==> src/verilog/pulse_gen_config.svh <==
`ifndef PULSE_GEN_CONFIG_SVH
`define PULSE_GEN_CONFIG_SVH

// counter widths
`define PULSE_PERIOD_W 24
`define PULSE_TIME_W 16

// serial bit time in clk cycles, kept short for simulation
`define UART_CLKS_PER_BIT 8

// sync strobe length in clk cycles
`define SYNC_WIDTH 4

// power-up sequence, a Hahn echo with blanking on
`define DEF_PERIOD 4096
`define DEF_P1WIDTH 30
`define DEF_DELAY 200
`define DEF_P2WIDTH 60
// one refocusing pulse
`define DEF_CPMG 1
`define DEF_BLOCK 1
// tail of receiver blanking after the last pulse
`define DEF_BLOCK_OFF 100

`endif
==> src/verilog/pulse_pkg.sv <==
`include "pulse_gen_config.svh"

package pulse_pkg;

	// one full parameter set
	typedef struct packed {
		logic [`PULSE_PERIOD_W-1:0] period;
		logic [`PULSE_TIME_W-1:0] p1_width;
		logic [`PULSE_TIME_W-1:0] delay;
		logic [`PULSE_TIME_W-1:0] p2_width;
		logic [`PULSE_TIME_W-1:0] block_off;
		// number of refocusing pulses
		logic [7:0] cpmg;
		// inhibit enable
		logic block;
	} pulse_params_t;

	typedef struct packed {
		logic sync;
		logic pulse;
		logic inhibit;
	} pulse_outs_t;

	// host command opcodes, data bytes follow msb first
	typedef enum logic [7:0] {
		OP_SET_PERIOD = 8'h01,
		OP_SET_P1 = 8'h02,
		OP_SET_DELAY = 8'h03,
		OP_SET_P2 = 8'h04,
		OP_SET_CPMG = 8'h05,
		OP_SET_BLOCK = 8'h06,
		OP_SET_BLOCK_OFF = 8'h07
	} cmd_op_t;

	typedef enum logic [2:0] {
		SEQ_P1,
		SEQ_GAP,
		SEQ_P2,
		SEQ_TAIL,
		SEQ_WAIT
	} seq_state_t;

endpackage

==> src/verilog/pulse_gen.sv <==
`timescale 1ns/1ps

module pulse_gen import pulse_pkg::*; (
	input logic clk,
	input logic resetn,
	input logic rs232_rx,
	output pulse_outs_t outs
);

	// received byte stream
	logic [7:0] rx_byte;
	logic rx_valid;
	// current parameter set
	pulse_params_t params;

	uart_rx uart_rx_i (
		.clk(clk),
		.resetn(resetn),
		.rx(rs232_rx),
		.rx_byte(rx_byte),
		.rx_valid(rx_valid)
	);

	// command decode and parameter store
	param_loader param_loader_i (
		.clk(clk),
		.resetn(resetn),
		.rx_byte(rx_byte),
		.rx_valid(rx_valid),
		.params(params)
	);

	pulse_sequencer pulse_sequencer_i (
		.clk(clk),
		.resetn(resetn),
		.params(params),
		.outs(outs)
	);

endmodule

==> src/verilog/pulse_sequencer.sv <==
`timescale 1ns/1ps
`include "pulse_gen_config.svh"

module pulse_sequencer import pulse_pkg::*; (
	input logic clk,
	input logic resetn,
	input pulse_params_t params,
	output pulse_outs_t outs
);

	// room for the doubled delay
	localparam int SEG_W = `PULSE_TIME_W + 1;
	localparam int SYNC_W = $clog2(`SYNC_WIDTH + 1);

	// shadow params, fixed for one period
	pulse_params_t sh;
	pulse_params_t sh_n;
	// down counter, zero marks the last cycle of the period
	logic [`PULSE_PERIOD_W-1:0] per_cnt;
	logic [`PULSE_PERIOD_W-1:0] per_n;
	logic [SYNC_W-1:0] sync_cnt;
	logic [SYNC_W-1:0] sync_n;
	seq_state_t state;
	seq_state_t state_n;
	// cycles left in the segment, current one included
	logic [SEG_W-1:0] seg_cnt;
	logic [SEG_W-1:0] seg_n;
	// refocusing pulses not yet started
	logic [7:0] left;
	logic [7:0] left_n;
	logic start;

	// segment that follows s
	function automatic seq_state_t succ(input seq_state_t s, input logic [7:0] l,
			input pulse_params_t p);
		case (s)
			// empty train when both gap and pulse are zero
			SEQ_P1: return (l != 8'd0 && (p.delay != '0 || p.p2_width != '0)) ?
					SEQ_GAP : SEQ_TAIL;
			SEQ_GAP: return SEQ_P2;
			SEQ_P2: return (l != 8'd0) ? SEQ_GAP : SEQ_TAIL;
			default: return SEQ_WAIT;
		endcase
	endfunction

	// enter segment s, skipping zero length ones
	function automatic void enter(input seq_state_t s_in, input logic [7:0] l_in,
			input pulse_params_t p, output seq_state_t st, output logic [SEG_W-1:0] cnt,
			output logic [7:0] lft);
		seq_state_t s;
		logic [7:0] l;
		logic [SEG_W-1:0] len;
		logic found;
		s = s_in;
		l = l_in;
		found = 1'b0;
		st = SEQ_WAIT;
		cnt = '0;
		lft = l_in;
		// at most five segments in a row
		for (int i = 0; i < 5; i++) begin
			if (!found) begin
				case (s)
					SEQ_P1: len = SEG_W'(p.p1_width);
					// first gap is one delay, later ones two
					SEQ_GAP: len = (l == p.cpmg) ? SEG_W'(p.delay) : {p.delay, 1'b0};
					SEQ_P2: begin
						l = l - 1'b1;
						len = SEG_W'(p.p2_width);
					end
					SEQ_TAIL: len = SEG_W'(p.block_off);
					default: len = '0;
				endcase
				if (len != '0 || s == SEQ_WAIT) begin
					found = 1'b1;
					st = s;
					cnt = len;
				end else begin
					s = succ(s, l, p);
				end
			end
		end
		lft = l;
	endfunction

	always_comb begin
		start = (per_cnt == '0);
		sh_n = sh;
		per_n = per_cnt - 1'b1;
		sync_n = (sync_cnt != '0) ? sync_cnt - 1'b1 : '0;
		state_n = state;
		seg_n = (state == SEQ_WAIT) ? seg_cnt : seg_cnt - 1'b1;
		left_n = left;
		if (start) begin
			// new period, take fresh params
			sh_n = params;
			per_n = params.period - 1'b1;
			sync_n = SYNC_W'(`SYNC_WIDTH);
			enter(SEQ_P1, params.cpmg, params, state_n, seg_n, left_n);
		end else if (state != SEQ_WAIT && seg_cnt == SEG_W'(1)) begin
			enter(succ(state, left, sh), left, sh, state_n, seg_n, left_n);
		end
	end

	always_ff @(posedge clk) begin
		if (resetn) begin
			// zero count starts a period right after reset
			per_cnt <= '0;
			sync_cnt <= '0;
			state <= SEQ_WAIT;
			seg_cnt <= '0;
			left <= '0;
			outs <= '0;
		end else begin
			per_cnt <= per_n;
			sync_cnt <= sync_n;
			state <= state_n;
			seg_cnt <= seg_n;
			left <= left_n;
			// outputs track the state being entered
			outs.sync <= (sync_n != '0);
			outs.pulse <= (state_n == SEQ_P1) || (state_n == SEQ_P2);
			outs.inhibit <= sh_n.block && (state_n != SEQ_WAIT);
		end
	end

	always_ff @(posedge clk) begin
		sh <= sh_n;
	end

endmodule

==> src/verilog/param_loader.sv <==
`timescale 1ns/1ps
`include "pulse_gen_config.svh"

module param_loader import pulse_pkg::*; (
	input logic clk,
	input logic resetn,
	input logic [7:0] rx_byte,
	input logic rx_valid,
	output pulse_params_t params
);

	cmd_op_t cur_op;
	// data bytes still expected, zero means no open frame
	logic [1:0] bytes_left;
	logic [23:0] data_sr;
	// last data byte seen, write field next cycle
	logic commit;

	// data byte count per opcode, zero for unknown bytes
	function automatic logic [1:0] op_bytes(input logic [7:0] b);
		case (b)
			OP_SET_PERIOD: return 2'd3;
			OP_SET_P1, OP_SET_DELAY, OP_SET_P2, OP_SET_BLOCK_OFF: return 2'd2;
			OP_SET_CPMG, OP_SET_BLOCK: return 2'd1;
			default: return 2'd0;
		endcase
	endfunction

	always_ff @(posedge clk) begin
		if (resetn) begin
			cur_op <= OP_SET_PERIOD;
			bytes_left <= '0;
			commit <= 1'b0;
			params.period <= `PULSE_PERIOD_W'(`DEF_PERIOD);
			params.p1_width <= `PULSE_TIME_W'(`DEF_P1WIDTH);
			params.delay <= `PULSE_TIME_W'(`DEF_DELAY);
			params.p2_width <= `PULSE_TIME_W'(`DEF_P2WIDTH);
			params.block_off <= `PULSE_TIME_W'(`DEF_BLOCK_OFF);
			params.cpmg <= 8'(`DEF_CPMG);
			params.block <= 1'(`DEF_BLOCK);
		end else begin
			commit <= 1'b0;
			if (rx_valid) begin
				if (bytes_left == 2'd0) begin
					// opcode byte, unknown ones are dropped
					if (op_bytes(rx_byte) != 2'd0) begin
						cur_op <= cmd_op_t'(rx_byte);
						bytes_left <= op_bytes(rx_byte);
					end
				end else begin
					bytes_left <= bytes_left - 1'b1;
					if (bytes_left == 2'd1)
						commit <= 1'b1;
				end
			end
			// frame complete, update the named field only
			if (commit) begin
				case (cur_op)
					OP_SET_PERIOD: params.period <= data_sr;
					OP_SET_P1: params.p1_width <= data_sr[15:0];
					OP_SET_DELAY: params.delay <= data_sr[15:0];
					OP_SET_P2: params.p2_width <= data_sr[15:0];
					OP_SET_CPMG: params.cpmg <= data_sr[7:0];
					OP_SET_BLOCK: params.block <= data_sr[0];
					default: params.block_off <= data_sr[15:0];
				endcase
			end
		end
	end

	// msb first, low bytes hold the newest data
	always_ff @(posedge clk) begin
		if (rx_valid && bytes_left != 2'd0)
			data_sr <= {data_sr[15:0], rx_byte};
	end

endmodule

==> src/verilog/uart_rx.sv <==
`timescale 1ns/1ps
`include "pulse_gen_config.svh"

module uart_rx (
	input logic clk,
	input logic resetn,
	input logic rx,
	output logic [7:0] rx_byte,
	output logic rx_valid
);

	localparam int CNT_W = $clog2(`UART_CLKS_PER_BIT);
	// half a bit to reach mid start bit
	localparam logic [CNT_W-1:0] HALF = CNT_W'(`UART_CLKS_PER_BIT / 2 - 1);
	localparam logic [CNT_W-1:0] FULL = CNT_W'(`UART_CLKS_PER_BIT - 1);

	typedef enum logic [1:0] {
		RX_IDLE,
		RX_START,
		RX_DATA,
		RX_STOP
	} rx_state_t;

	rx_state_t state;
	// two flop synchroniser
	logic rx_meta;
	logic rx_s;
	logic [CNT_W-1:0] clk_cnt;
	logic [2:0] bit_cnt;

	always_ff @(posedge clk) begin
		if (resetn) begin
			// line idles high
			rx_meta <= 1'b1;
			rx_s <= 1'b1;
			state <= RX_IDLE;
			clk_cnt <= '0;
			bit_cnt <= '0;
			rx_valid <= 1'b0;
		end else begin
			rx_meta <= rx;
			rx_s <= rx_meta;
			rx_valid <= 1'b0;
			case (state)
				RX_IDLE: begin
					// falling edge of start bit
					if (!rx_s) begin
						state <= RX_START;
						clk_cnt <= '0;
					end
				end
				RX_START: begin
					if (clk_cnt == HALF) begin
						clk_cnt <= '0;
						bit_cnt <= '0;
						// glitch, back to idle
						state <= rx_s ? RX_IDLE : RX_DATA;
					end else begin
						clk_cnt <= clk_cnt + 1'b1;
					end
				end
				RX_DATA: begin
					if (clk_cnt == FULL) begin
						clk_cnt <= '0;
						bit_cnt <= bit_cnt + 1'b1;
						if (bit_cnt == 3'd7)
							state <= RX_STOP;
					end else begin
						clk_cnt <= clk_cnt + 1'b1;
					end
				end
				default: begin
					// mid stop bit, framing error drops the byte
					if (clk_cnt == FULL) begin
						state <= RX_IDLE;
						rx_valid <= rx_s;
					end else begin
						clk_cnt <= clk_cnt + 1'b1;
					end
				end
			endcase
		end
	end

	// lsb first, shift in from the top
	always_ff @(posedge clk) begin
		if (state == RX_DATA && clk_cnt == FULL)
			rx_byte <= {rx_s, rx_byte[7:1]};
	end

endmodule

==> config.mk <==
export PLATFORM = sky130hd
export DESIGN_NAME = pulse_gen
export DESIGN_NICKNAME = d
export VERILOG_FILES = /design/src/verilog/pulse_pkg.sv /design/src/verilog/pulse_gen.sv /design/src/verilog/pulse_sequencer.sv /design/src/verilog/param_loader.sv /design/src/verilog/uart_rx.sv
export VERILOG_INCLUDE_DIRS = /design/src /design/src/verilog
export SDC_FILE = /design/constraint.sdc
export NUM_CORES = 1
export LEC_CHECK = 0
export BUFFER_PORTS_ARGS = -buffer_cell sky130_fd_sc_hd__buf_2
export CORE_MARGIN = 10
export CORE_UTILIZATION = 55
export DETAILED_ROUTE_END_ITERATION = 10
export PLACE_DENSITY = 0.71
export SYNTH_ARGS = -nofsm -noshare
export SYNTH_HDL_FRONTEND = slang
export SYNTH_HIERARCHICAL = 1
export SYNTH_SLANG_ARGS = --single-unit
export TNS_END_PERCENT = 10
==> constraint.sdc <==
create_clock -name clk -period 6.8 [get_ports clk]
set_clock_uncertainty 0.05 [all_clocks]
set_input_delay 0.68 -clock clk [delete_from_list [all_inputs] [get_ports clk]]
set_output_delay 0.68 -clock clk [all_outputs]
set_load 0.005 [all_outputs]
==> results.sh, run 1 <==
export IMPL_status="finished clean"
export IMPL_synth_flop_cell="dfxtp_1"
export IMPL_die_w_um=182
export IMPL_tightest_slew_ns=1.25
export IMPL_mostFrequentLayoutCell="nand2_1"
export IMPL_slew_limit_headroom_pct=16.6
export IMPL_num_vias=12200
export IMPL_place_port_buffers=5
export IMPL_cts_reportedPaths_clkPinSlew_ns=0.06
export IMPL_max_stage_delay_ns=0.90
export IMPL_critical_path_class="reg2reg"
export IMPL_design_area_mm2=0.0155
export IMPL_multiInputGateArea_mm2=0.00772
export IMPL_root_buffer="clkbuf_16"
export IMPL_coreArea_mm2=0.0259
export IMPL_fin_nets=1610
export IMPL_wirelength_um=40000
export IMPL_cts_sinks=266
export IMPL_rsz0062_at_grt="false"
export IMPL_cp_max_fo=17
export IMPL_slew_violations=0
export IMPL_avgSynthCellArea_um2=8.90
export IMPL_die_height_um=182
export IMPL_p_total_mw=5.49
export IMPL_syn_area_mm2=0.0144
export IMPL_cp_common_cell="or2_2"
export IMPL_async_flop_share_pct=0
export IMPL_pre_cts_ws_ns=0.575
export IMPL_ant_nets=0
export IMPL_dp_hpwl_um=28600
export IMPL_min_period_over_period_pct=93.4
export IMPL_synth_edff_count=88
export IMPL_ys_seq_area_share_pct=43.0
export IMPL_clockBufferDepth=3
export IMPL_htreeDepth=1
export IMPL_cap_violations=0
export IMPL_start_kind="register"
export IMPL_ff2ff_path_depth=17
export IMPL_drive_gt1_share_pct=10.1
export IMPL_setup_violations=0
export IMPL_hold_viol_final=0
export IMPL_grt_pass1_vias=11500
export IMPL_clk_insertion_delay_late_ns=0.54
export IMPL_crit_required_ns=7.20
export IMPL_whs_endpoint="uart_rx_i/rx_meta$_SDFF_PP1_"
export IMPL_cts_tree="yes"
export IMPL_num_rows=59
export IMPL_dr_pass1_iters=5
export IMPL_grt_overflow=0
export IMPL_r2r_slack_ns=0.45
export IMPL_grt_max_degree=96
export IMPL_grt_usage_pct=23.0
export IMPL_yosys_cell_types_count=102
export IMPL_timing_hold_ws_ns=0.284
export IMPL_drtIter0Drc=1343
export IMPL_peakVddDrop_mv=0.216
export IMPL_stdcell_count=1942
export IMPL_fill_cells=2205
export IMPL_worst_setup_path_end_kind="register"
export IMPL_syn_nets=1647
export IMPL_die_area_mm2=0.0331
export IMPL_grt_pass1_wl_um=63300
export IMPL_setup_ws_ns=0.446
export IMPL_regToRegEndpoint="pulse_sequencer_i/seg_cnt[9]$_SDFFE_PP0P_"
export IMPL_io_pins=6
export IMPL_ys_ff_latch=266
export IMPL_dpl_cell_area_mm2=0.0146
export IMPL_power_density_mw_per_mm2=354
export IMPL_cts_made_buffers=28
export IMPL_synthToLayoutAreaGrowth_pct=7.62
export IMPL_initial_core_util_pct=55.7
export IMPL_max_freq_mhz=157
export IMPL_ctsHoldBuffers=0
export IMPL_p_leak_nw=5.16
export IMPL_place_inst=1890
export IMPL_hold_path_depth=2
export IMPL_critPathSlowestCell="o31ai_2"
export IMPL_period_needed_ns=6.35
export IMPL_min_from="rs232_rx"
export IMPL_postCtsSetupRepairBufs=0
export IMPL_final_cell_mix="nand2_1, a21oi_1, dfxtp_1"
export IMPL_drc_errors=0
export IMPL_antenna_found_initial=0
export IMPL_hold_class="in2reg"
export IMPL_routed_via_density=6.30
export IMPL_cts_resized=0
export IMPL_synthCells=1622
export IMPL_regArea_mm2=0.00621
export IMPL_setup_tns_ns=0
export IMPL_wl_per_cell_um=20.6
export IMPL_path_cells="or3_1 -> or4_4 -> or2_2 -> o21ai_4 -> a211oi_2 -> o31ai_2 -> o21ai_0 -> nand4bb_1 -> mux2_2 -> ha_1 -> nand2_1 -> nor4_2 -> xnor2_1 -> or2_2 -> o31ai_4 -> a31oi_1 -> a211oi_1"
export IMPL_worstReg2RegStart="pulse_sequencer_i/sh[47]$_DFFE_PN_"
export IMPL_gp_congestion=0.949
export IMPL_crit_arrival_ns=6.76
export IMPL_yosysWarnings=6
export IMPL_final_util_pct=59.9
export IMPL_diodes=0
-- how the worst max path moves through the flow --
stage                     cells past startpoint                                   start                                   endpoint  slack, ns
after global placement                       17      pulse_sequencer_i/sh[45]$_DFFE_PN_  pulse_sequencer_i/seg_cnt[4]$_SDFFE_PP0P_       0.64
after floorplan                              23  pulse_sequencer_i/left[0]$_SDFFE_PP0P_  pulse_sequencer_i/seg_cnt[0]$_SDFFE_PP0P_       1.62
after CTS                                    17      pulse_sequencer_i/sh[47]$_DFFE_PN_  pulse_sequencer_i/seg_cnt[4]$_SDFFE_PP0P_       0.54
final                                        17      pulse_sequencer_i/sh[47]$_DFFE_PN_  pulse_sequencer_i/seg_cnt[9]$_SDFFE_PP0P_       0.45
after detailed placement                     17      pulse_sequencer_i/sh[45]$_DFFE_PN_  pulse_sequencer_i/seg_cnt[9]$_SDFFE_PP0P_       0.58
after global routing                         17      pulse_sequencer_i/sh[47]$_DFFE_PN_  pulse_sequencer_i/seg_cnt[6]$_SDFFE_PP0P_       0.07
-- power breakdown --
group | leakage, nW | total [mW] | switching [mW] | internal (mW)
sequential | 2.22 | 2.01 | 0.179 | 1.83
clock | 0.437 | 1.52 | 0.624 | 0.892
combinational | 2.50 | 1.97 | 1.24 | 0.726
total | 5.16 | 5.49 | 2.04 | 3.45
-- cell usage after synthesis (5+ instances only) --
cell type	count	share of area (%)
nor2_1	171	4.4
nor4_1	41	1.8
a211oi_2	8	0.69
clkbuf_1	59	1.5
mux2_2	19	1.5
a21oi_1	184	6.4
o31ai_1	8	0.42
or3_1	16	0.69
buf_4	5	0.26
or2_2	17	0.74
edfxtp_1	88	18
a221oi_1	5	0.30
ha_1	22	1.9
or4_1	19	0.99
xnor2_1	48	2.9
dfxtp_1	178	25
and2_1	8	0.35
o21a_1	6	0.31
o22ai_1	6	0.26
mux2i_1	40	2.8
o211ai_1	6	0.31
buf_1	6	0.16
nor2b_1	9	0.39
nor3_1	58	2.0
buf_2	13	0.45
and3_1	10	0.43
a31oi_1	17	0.74
nand4_1	17	0.74
a211oi_1	30	1.6
a21o_1	5	0.26
nand3b_1	6	0.31
or4_4	8	0.62
inv_1	30	0.78
xor2_1	33	2.0
o21ai_0	41	1.4
nand2b_1	15	0.65
nand3_1	36	1.2
buf_6	7	0.55
nand2_1	205	5.3
nor4_4	5	0.74
nor3b_1	5	0.26
o21ai_1	5	0.17
-- registers in the layout, summed over array words and instances, names as in the netlist, 8 cells and up --
name	flops
uart_rx_i/rx_byte	8
param_loader_i/cur_op	8
pulse_sequencer_i/sh	57
pulse_sequencer_i/per_cnt	24
pulse_sequencer_i/seg_cnt	17
param_loader_i/params	97
pulse_sequencer_i/left	8
param_loader_i/data_sr	24
-- kinds of logic after synthesis --
| family | count (synthesis) | synth area share, % |
|---|---|---|
| and+or+nand+nor | 681 | 24.2 |
| AOI/OAI and AO/OA | 391 | 17.9 |
| DFF | 266 | 43.0 |
| buffers and inverters | 120 | 3.73 |
| xor gates and xnor gates | 81 | 4.92 |
| muxes | 61 | 4.41 |
| adders and majority gates | 22 | 1.91 |
-- worst max-delay path, delay by kind of cell, from the launching register on --
kind | cells | cell delay, ns
AO/OA/AOI/OAI | 7 | 2.74
AND/OR/NAND/NOR | 7 | 2.17
flip-flops | 1 | 0.46
multiplexers | 1 | 0.40
adder cells (fa/ha/maj) | 1 | 0.27
XOR/XNOR | 1 | 0.17
-- area by class of cell --
| type | instances | share of cell area (%) |
|---|---|---|
| Timing Repair Buffer | 23 | 1.07 |
| Clock buffer | 36 | 4.84 |
| Tap cell | 335 | 2.70 |
| Clock inverter | 16 | 1.01 |
| Sequential cell | 266 | 40.0 |
| Inverter | 30 | 0.741 |
| Multi-Input combinational cell | 1236 | 49.7 |
-- routing by layer --
metal	global-route usage, %	wire [µm]	vias to the layer above
met2	37.8	18800	509
met5	0	0	-
met4	6.96	1050	0
met1	30.7	17100	5794
met3	3.36	3070	78
li1	-	-	5858
Note: power is estimated with default switching activity, not from simulation.
==> run 2, diff against run 1 <==
--- a/config.mk
+++ b/config.mk
@@ -10,6 +10,7 @@
 export CORE_MARGIN = 10
 export CORE_UTILIZATION = 55
 export DETAILED_ROUTE_END_ITERATION = 10
+export GPL_TIMING_DRIVEN = 0
 export PLACE_DENSITY = 0.71
 export SYNTH_ARGS = -nofsm -noshare
 export SYNTH_HDL_FRONTEND = slang
==> run 2 against run 1 <==
  * First-iteration DRC count rose by 5.7%
  * Global-route usage is 2.8 points higher
  * Via count grew 4.7%
  * Critical path type unchanged
==> results.sh, run 2 (same netlist as run 1, synthesis figures left out) <==
export IMPL_slew_limit_headroom_pct=6.17
export IMPL_hold_class="in2reg"
export IMPL_r2r_slack_ns=0.25
export IMPL_dp_hpwl_um=33700
export IMPL_drtIter0Drc=1419
export IMPL_critical_path_class="reg2reg"
export IMPL_grt_pass1_wl_um=68800
export IMPL_io_pins=6
export IMPL_switching_share_pct=37.2
export IMPL_rsz0062_at_grt="false"
export IMPL_drc_errors=0
export IMPL_root_buffer="clkbuf_16"
export IMPL_tightest_slew_ns=1.40
export IMPL_pwr_share_clk_pct=27.8
export IMPL_ant_nets=0
export IMPL_grt_pass1_vias=11700
export IMPL_gp_congestion=0.972
export IMPL_ctsHoldBuffers=0
export IMPL_comb_power_share_pct=37.0
export IMPL_cts_sinks=266
export IMPL_clockBufferDepth=3
export IMPL_final_cell_mix="nand2_1, a21oi_1, dfxtp_1"
export IMPL_power_switching_mw=2.09
export IMPL_cap_violations=0
export IMPL_place_port_buffers=5
export IMPL_cts_resized=0
export IMPL_wl_per_cell_um=22.2
export IMPL_wirelength_um=44700
export IMPL_cts_made_buffers=28
export IMPL_min_period_over_period_pct=96.3
export IMPL_die_height_um=182
export IMPL_grt_usage_pct=25.8
export IMPL_regMostFlops="param_loader_i/params"
export IMPL_crit_required_ns=7.12
export IMPL_dr_pass1_iters=6
export IMPL_setup_ws_ns=0.254
export IMPL_p_seq_share_pct=35.2
export IMPL_status="finished clean"
export IMPL_antenna_found_initial=0
export IMPL_cts_reportedPaths_clkPinSlew_ns=0.06
export IMPL_setup_violations=0
export IMPL_p_leak_nw=5.29
export IMPL_diodes=0
export IMPL_max_freq_mhz=153
export IMPL_mostFrequentLayoutCell="nand2_1"
export IMPL_setup_tns_ns=0
export IMPL_die_w_um=182
export IMPL_cts_tree="yes"
export IMPL_fill_cells=2290
export IMPL_largest_reg_flops=97
export IMPL_grt_max_degree=66
export IMPL_htreeDepth=1
export IMPL_coreArea_mm2=0.0259
export IMPL_power_density_mw_per_mm2=354
export IMPL_slew_violations=0
export IMPL_peakVddDrop_mv=0.447
export IMPL_cp_max_fo=10
export IMPL_pre_cts_ws_ns=0.359
export IMPL_grt_overflow=0
export IMPL_routed_via_density=6.37
export IMPL_hold_viol_final=0
export IMPL_die_area_mm2=0.0331
export IMPL_clk_insertion_delay_late_ns=0.55
export IMPL_crit_arrival_ns=6.87
export IMPL_num_vias=12800
export IMPL_period_needed_ns=6.55
export IMPL_start_kind="register"
export IMPL_synthToLayoutAreaGrowth_pct=9.72
export IMPL_reg_top3="param_loader_i/params x97, pulse_sequencer_i/sh x57"
export IMPL_worst_setup_path_end_kind="register"
export IMPL_drive_gt1_share_pct=10.0
export IMPL_postCtsSetupRepairBufs=0
export IMPL_p_int_mw=3.52
export IMPL_fin_nets=1681
export IMPL_initial_core_util_pct=55.7
export IMPL_num_rows=59
## run 2: cell count changes in the layout (fill, tap and decap cells not counted), sizes merged
cell      previous run  this run
clkbuf              36        95
bufinv               3         4
buf                 23        36
clkinv              11        10
clkinvlp             2         1
## run 2: final cells by class
cell class,instances,area (µm²),area share [%]
Buffer,89,425,2.69
Clock buffer,37,766,4.84
Clock inverter,15,188,1.19
Inverter,30,113,0.711
Multi-Input combinational cell,1236,7690,48.6
Sequential cell,266,6210,39.2
Tap cell,335,419,2.65
Timing Repair Buffer,5,25.0,0.158
## run 2: worst max-delay path: stages, from the launching register on
cell	delay, ns
dfxtp_1	0.58
nor4_1	0.09
nand4_1	0.14
nor2_1	0.12
a31oi_1	1.02
clkbuf_1	0.62
mux2_2	0.42
a21oi_1	0.31
nand4_1	0.15
nor4_1	0.61
clkbuf_1	0.42
nor2b_1	0.30
nand2b_1	0.37
clkbuf_1	0.44
inv_1	0.14
o32ai_1	0.32
a31oi_1	0.25
## run 2: worst paths after layout
check             cells past startpoint                              startpoint                              endpoint
setup / recovery                     16  param_loader_i/params[56]$_SDFFE_PP0P_  pulse_sequencer_i/outs[0]$_SDFF_PP0_
hold / removal                        2                                rs232_rx          uart_rx_i/rx_meta$_SDFF_PP1_
setup reg to reg                     16  param_loader_i/params[56]$_SDFFE_PP0P_  pulse_sequencer_i/outs[0]$_SDFF_PP0_
hold reg to reg                       1            uart_rx_i/rx_meta$_SDFF_PP1_             uart_rx_i/rx_s$_SDFF_PP1_
## run 2: metal layers
layer | vias to the layer above | wire length [µm] | global-route usage, %
met5 | - | 0 | 0
met4 | 0 | 1720 | 9.34
met3 | 95 | 2860 | 2.92
met2 | 494 | 20300 | 41.1
met1 | 6220 | 19800 | 35.4
li1 | 6008 | - | -
## run 2: power by group through the flow
stage,sequential [mW],clock [mW],combinational [mW]
floorplan,1.95,0,1.56
global placement,2.01,0,2.00
detailed placement,2.00,0,2.01
CTS,1.97,1.59,2.03
global route,1.99,1.65,2.26
finish,1.97,1.56,2.08
## run 2: through the flow
| stage | util (%) | power (mW) | instances | hold slack [ns] | area (µm²) |
|---|---|---|---|---|---|
| after floorplan | - | 3.52 | 1622 | 0.339 | 14400 |
| after CTS | 61.1 | 5.58 | 2014 | 0.243 | 15800 |
| after global routing | 61.1 | 5.90 | 2013 | 0.264 | 15800 |
| final | 61.1 | 5.61 | 2013 | 0.263 | 15800 |
| after global placement | 57.4 | 4.01 | 1962 | 0.343 | 14900 |
| after detailed placement | 57.4 | 4.01 | 1962 | 0.350 | 14900 |
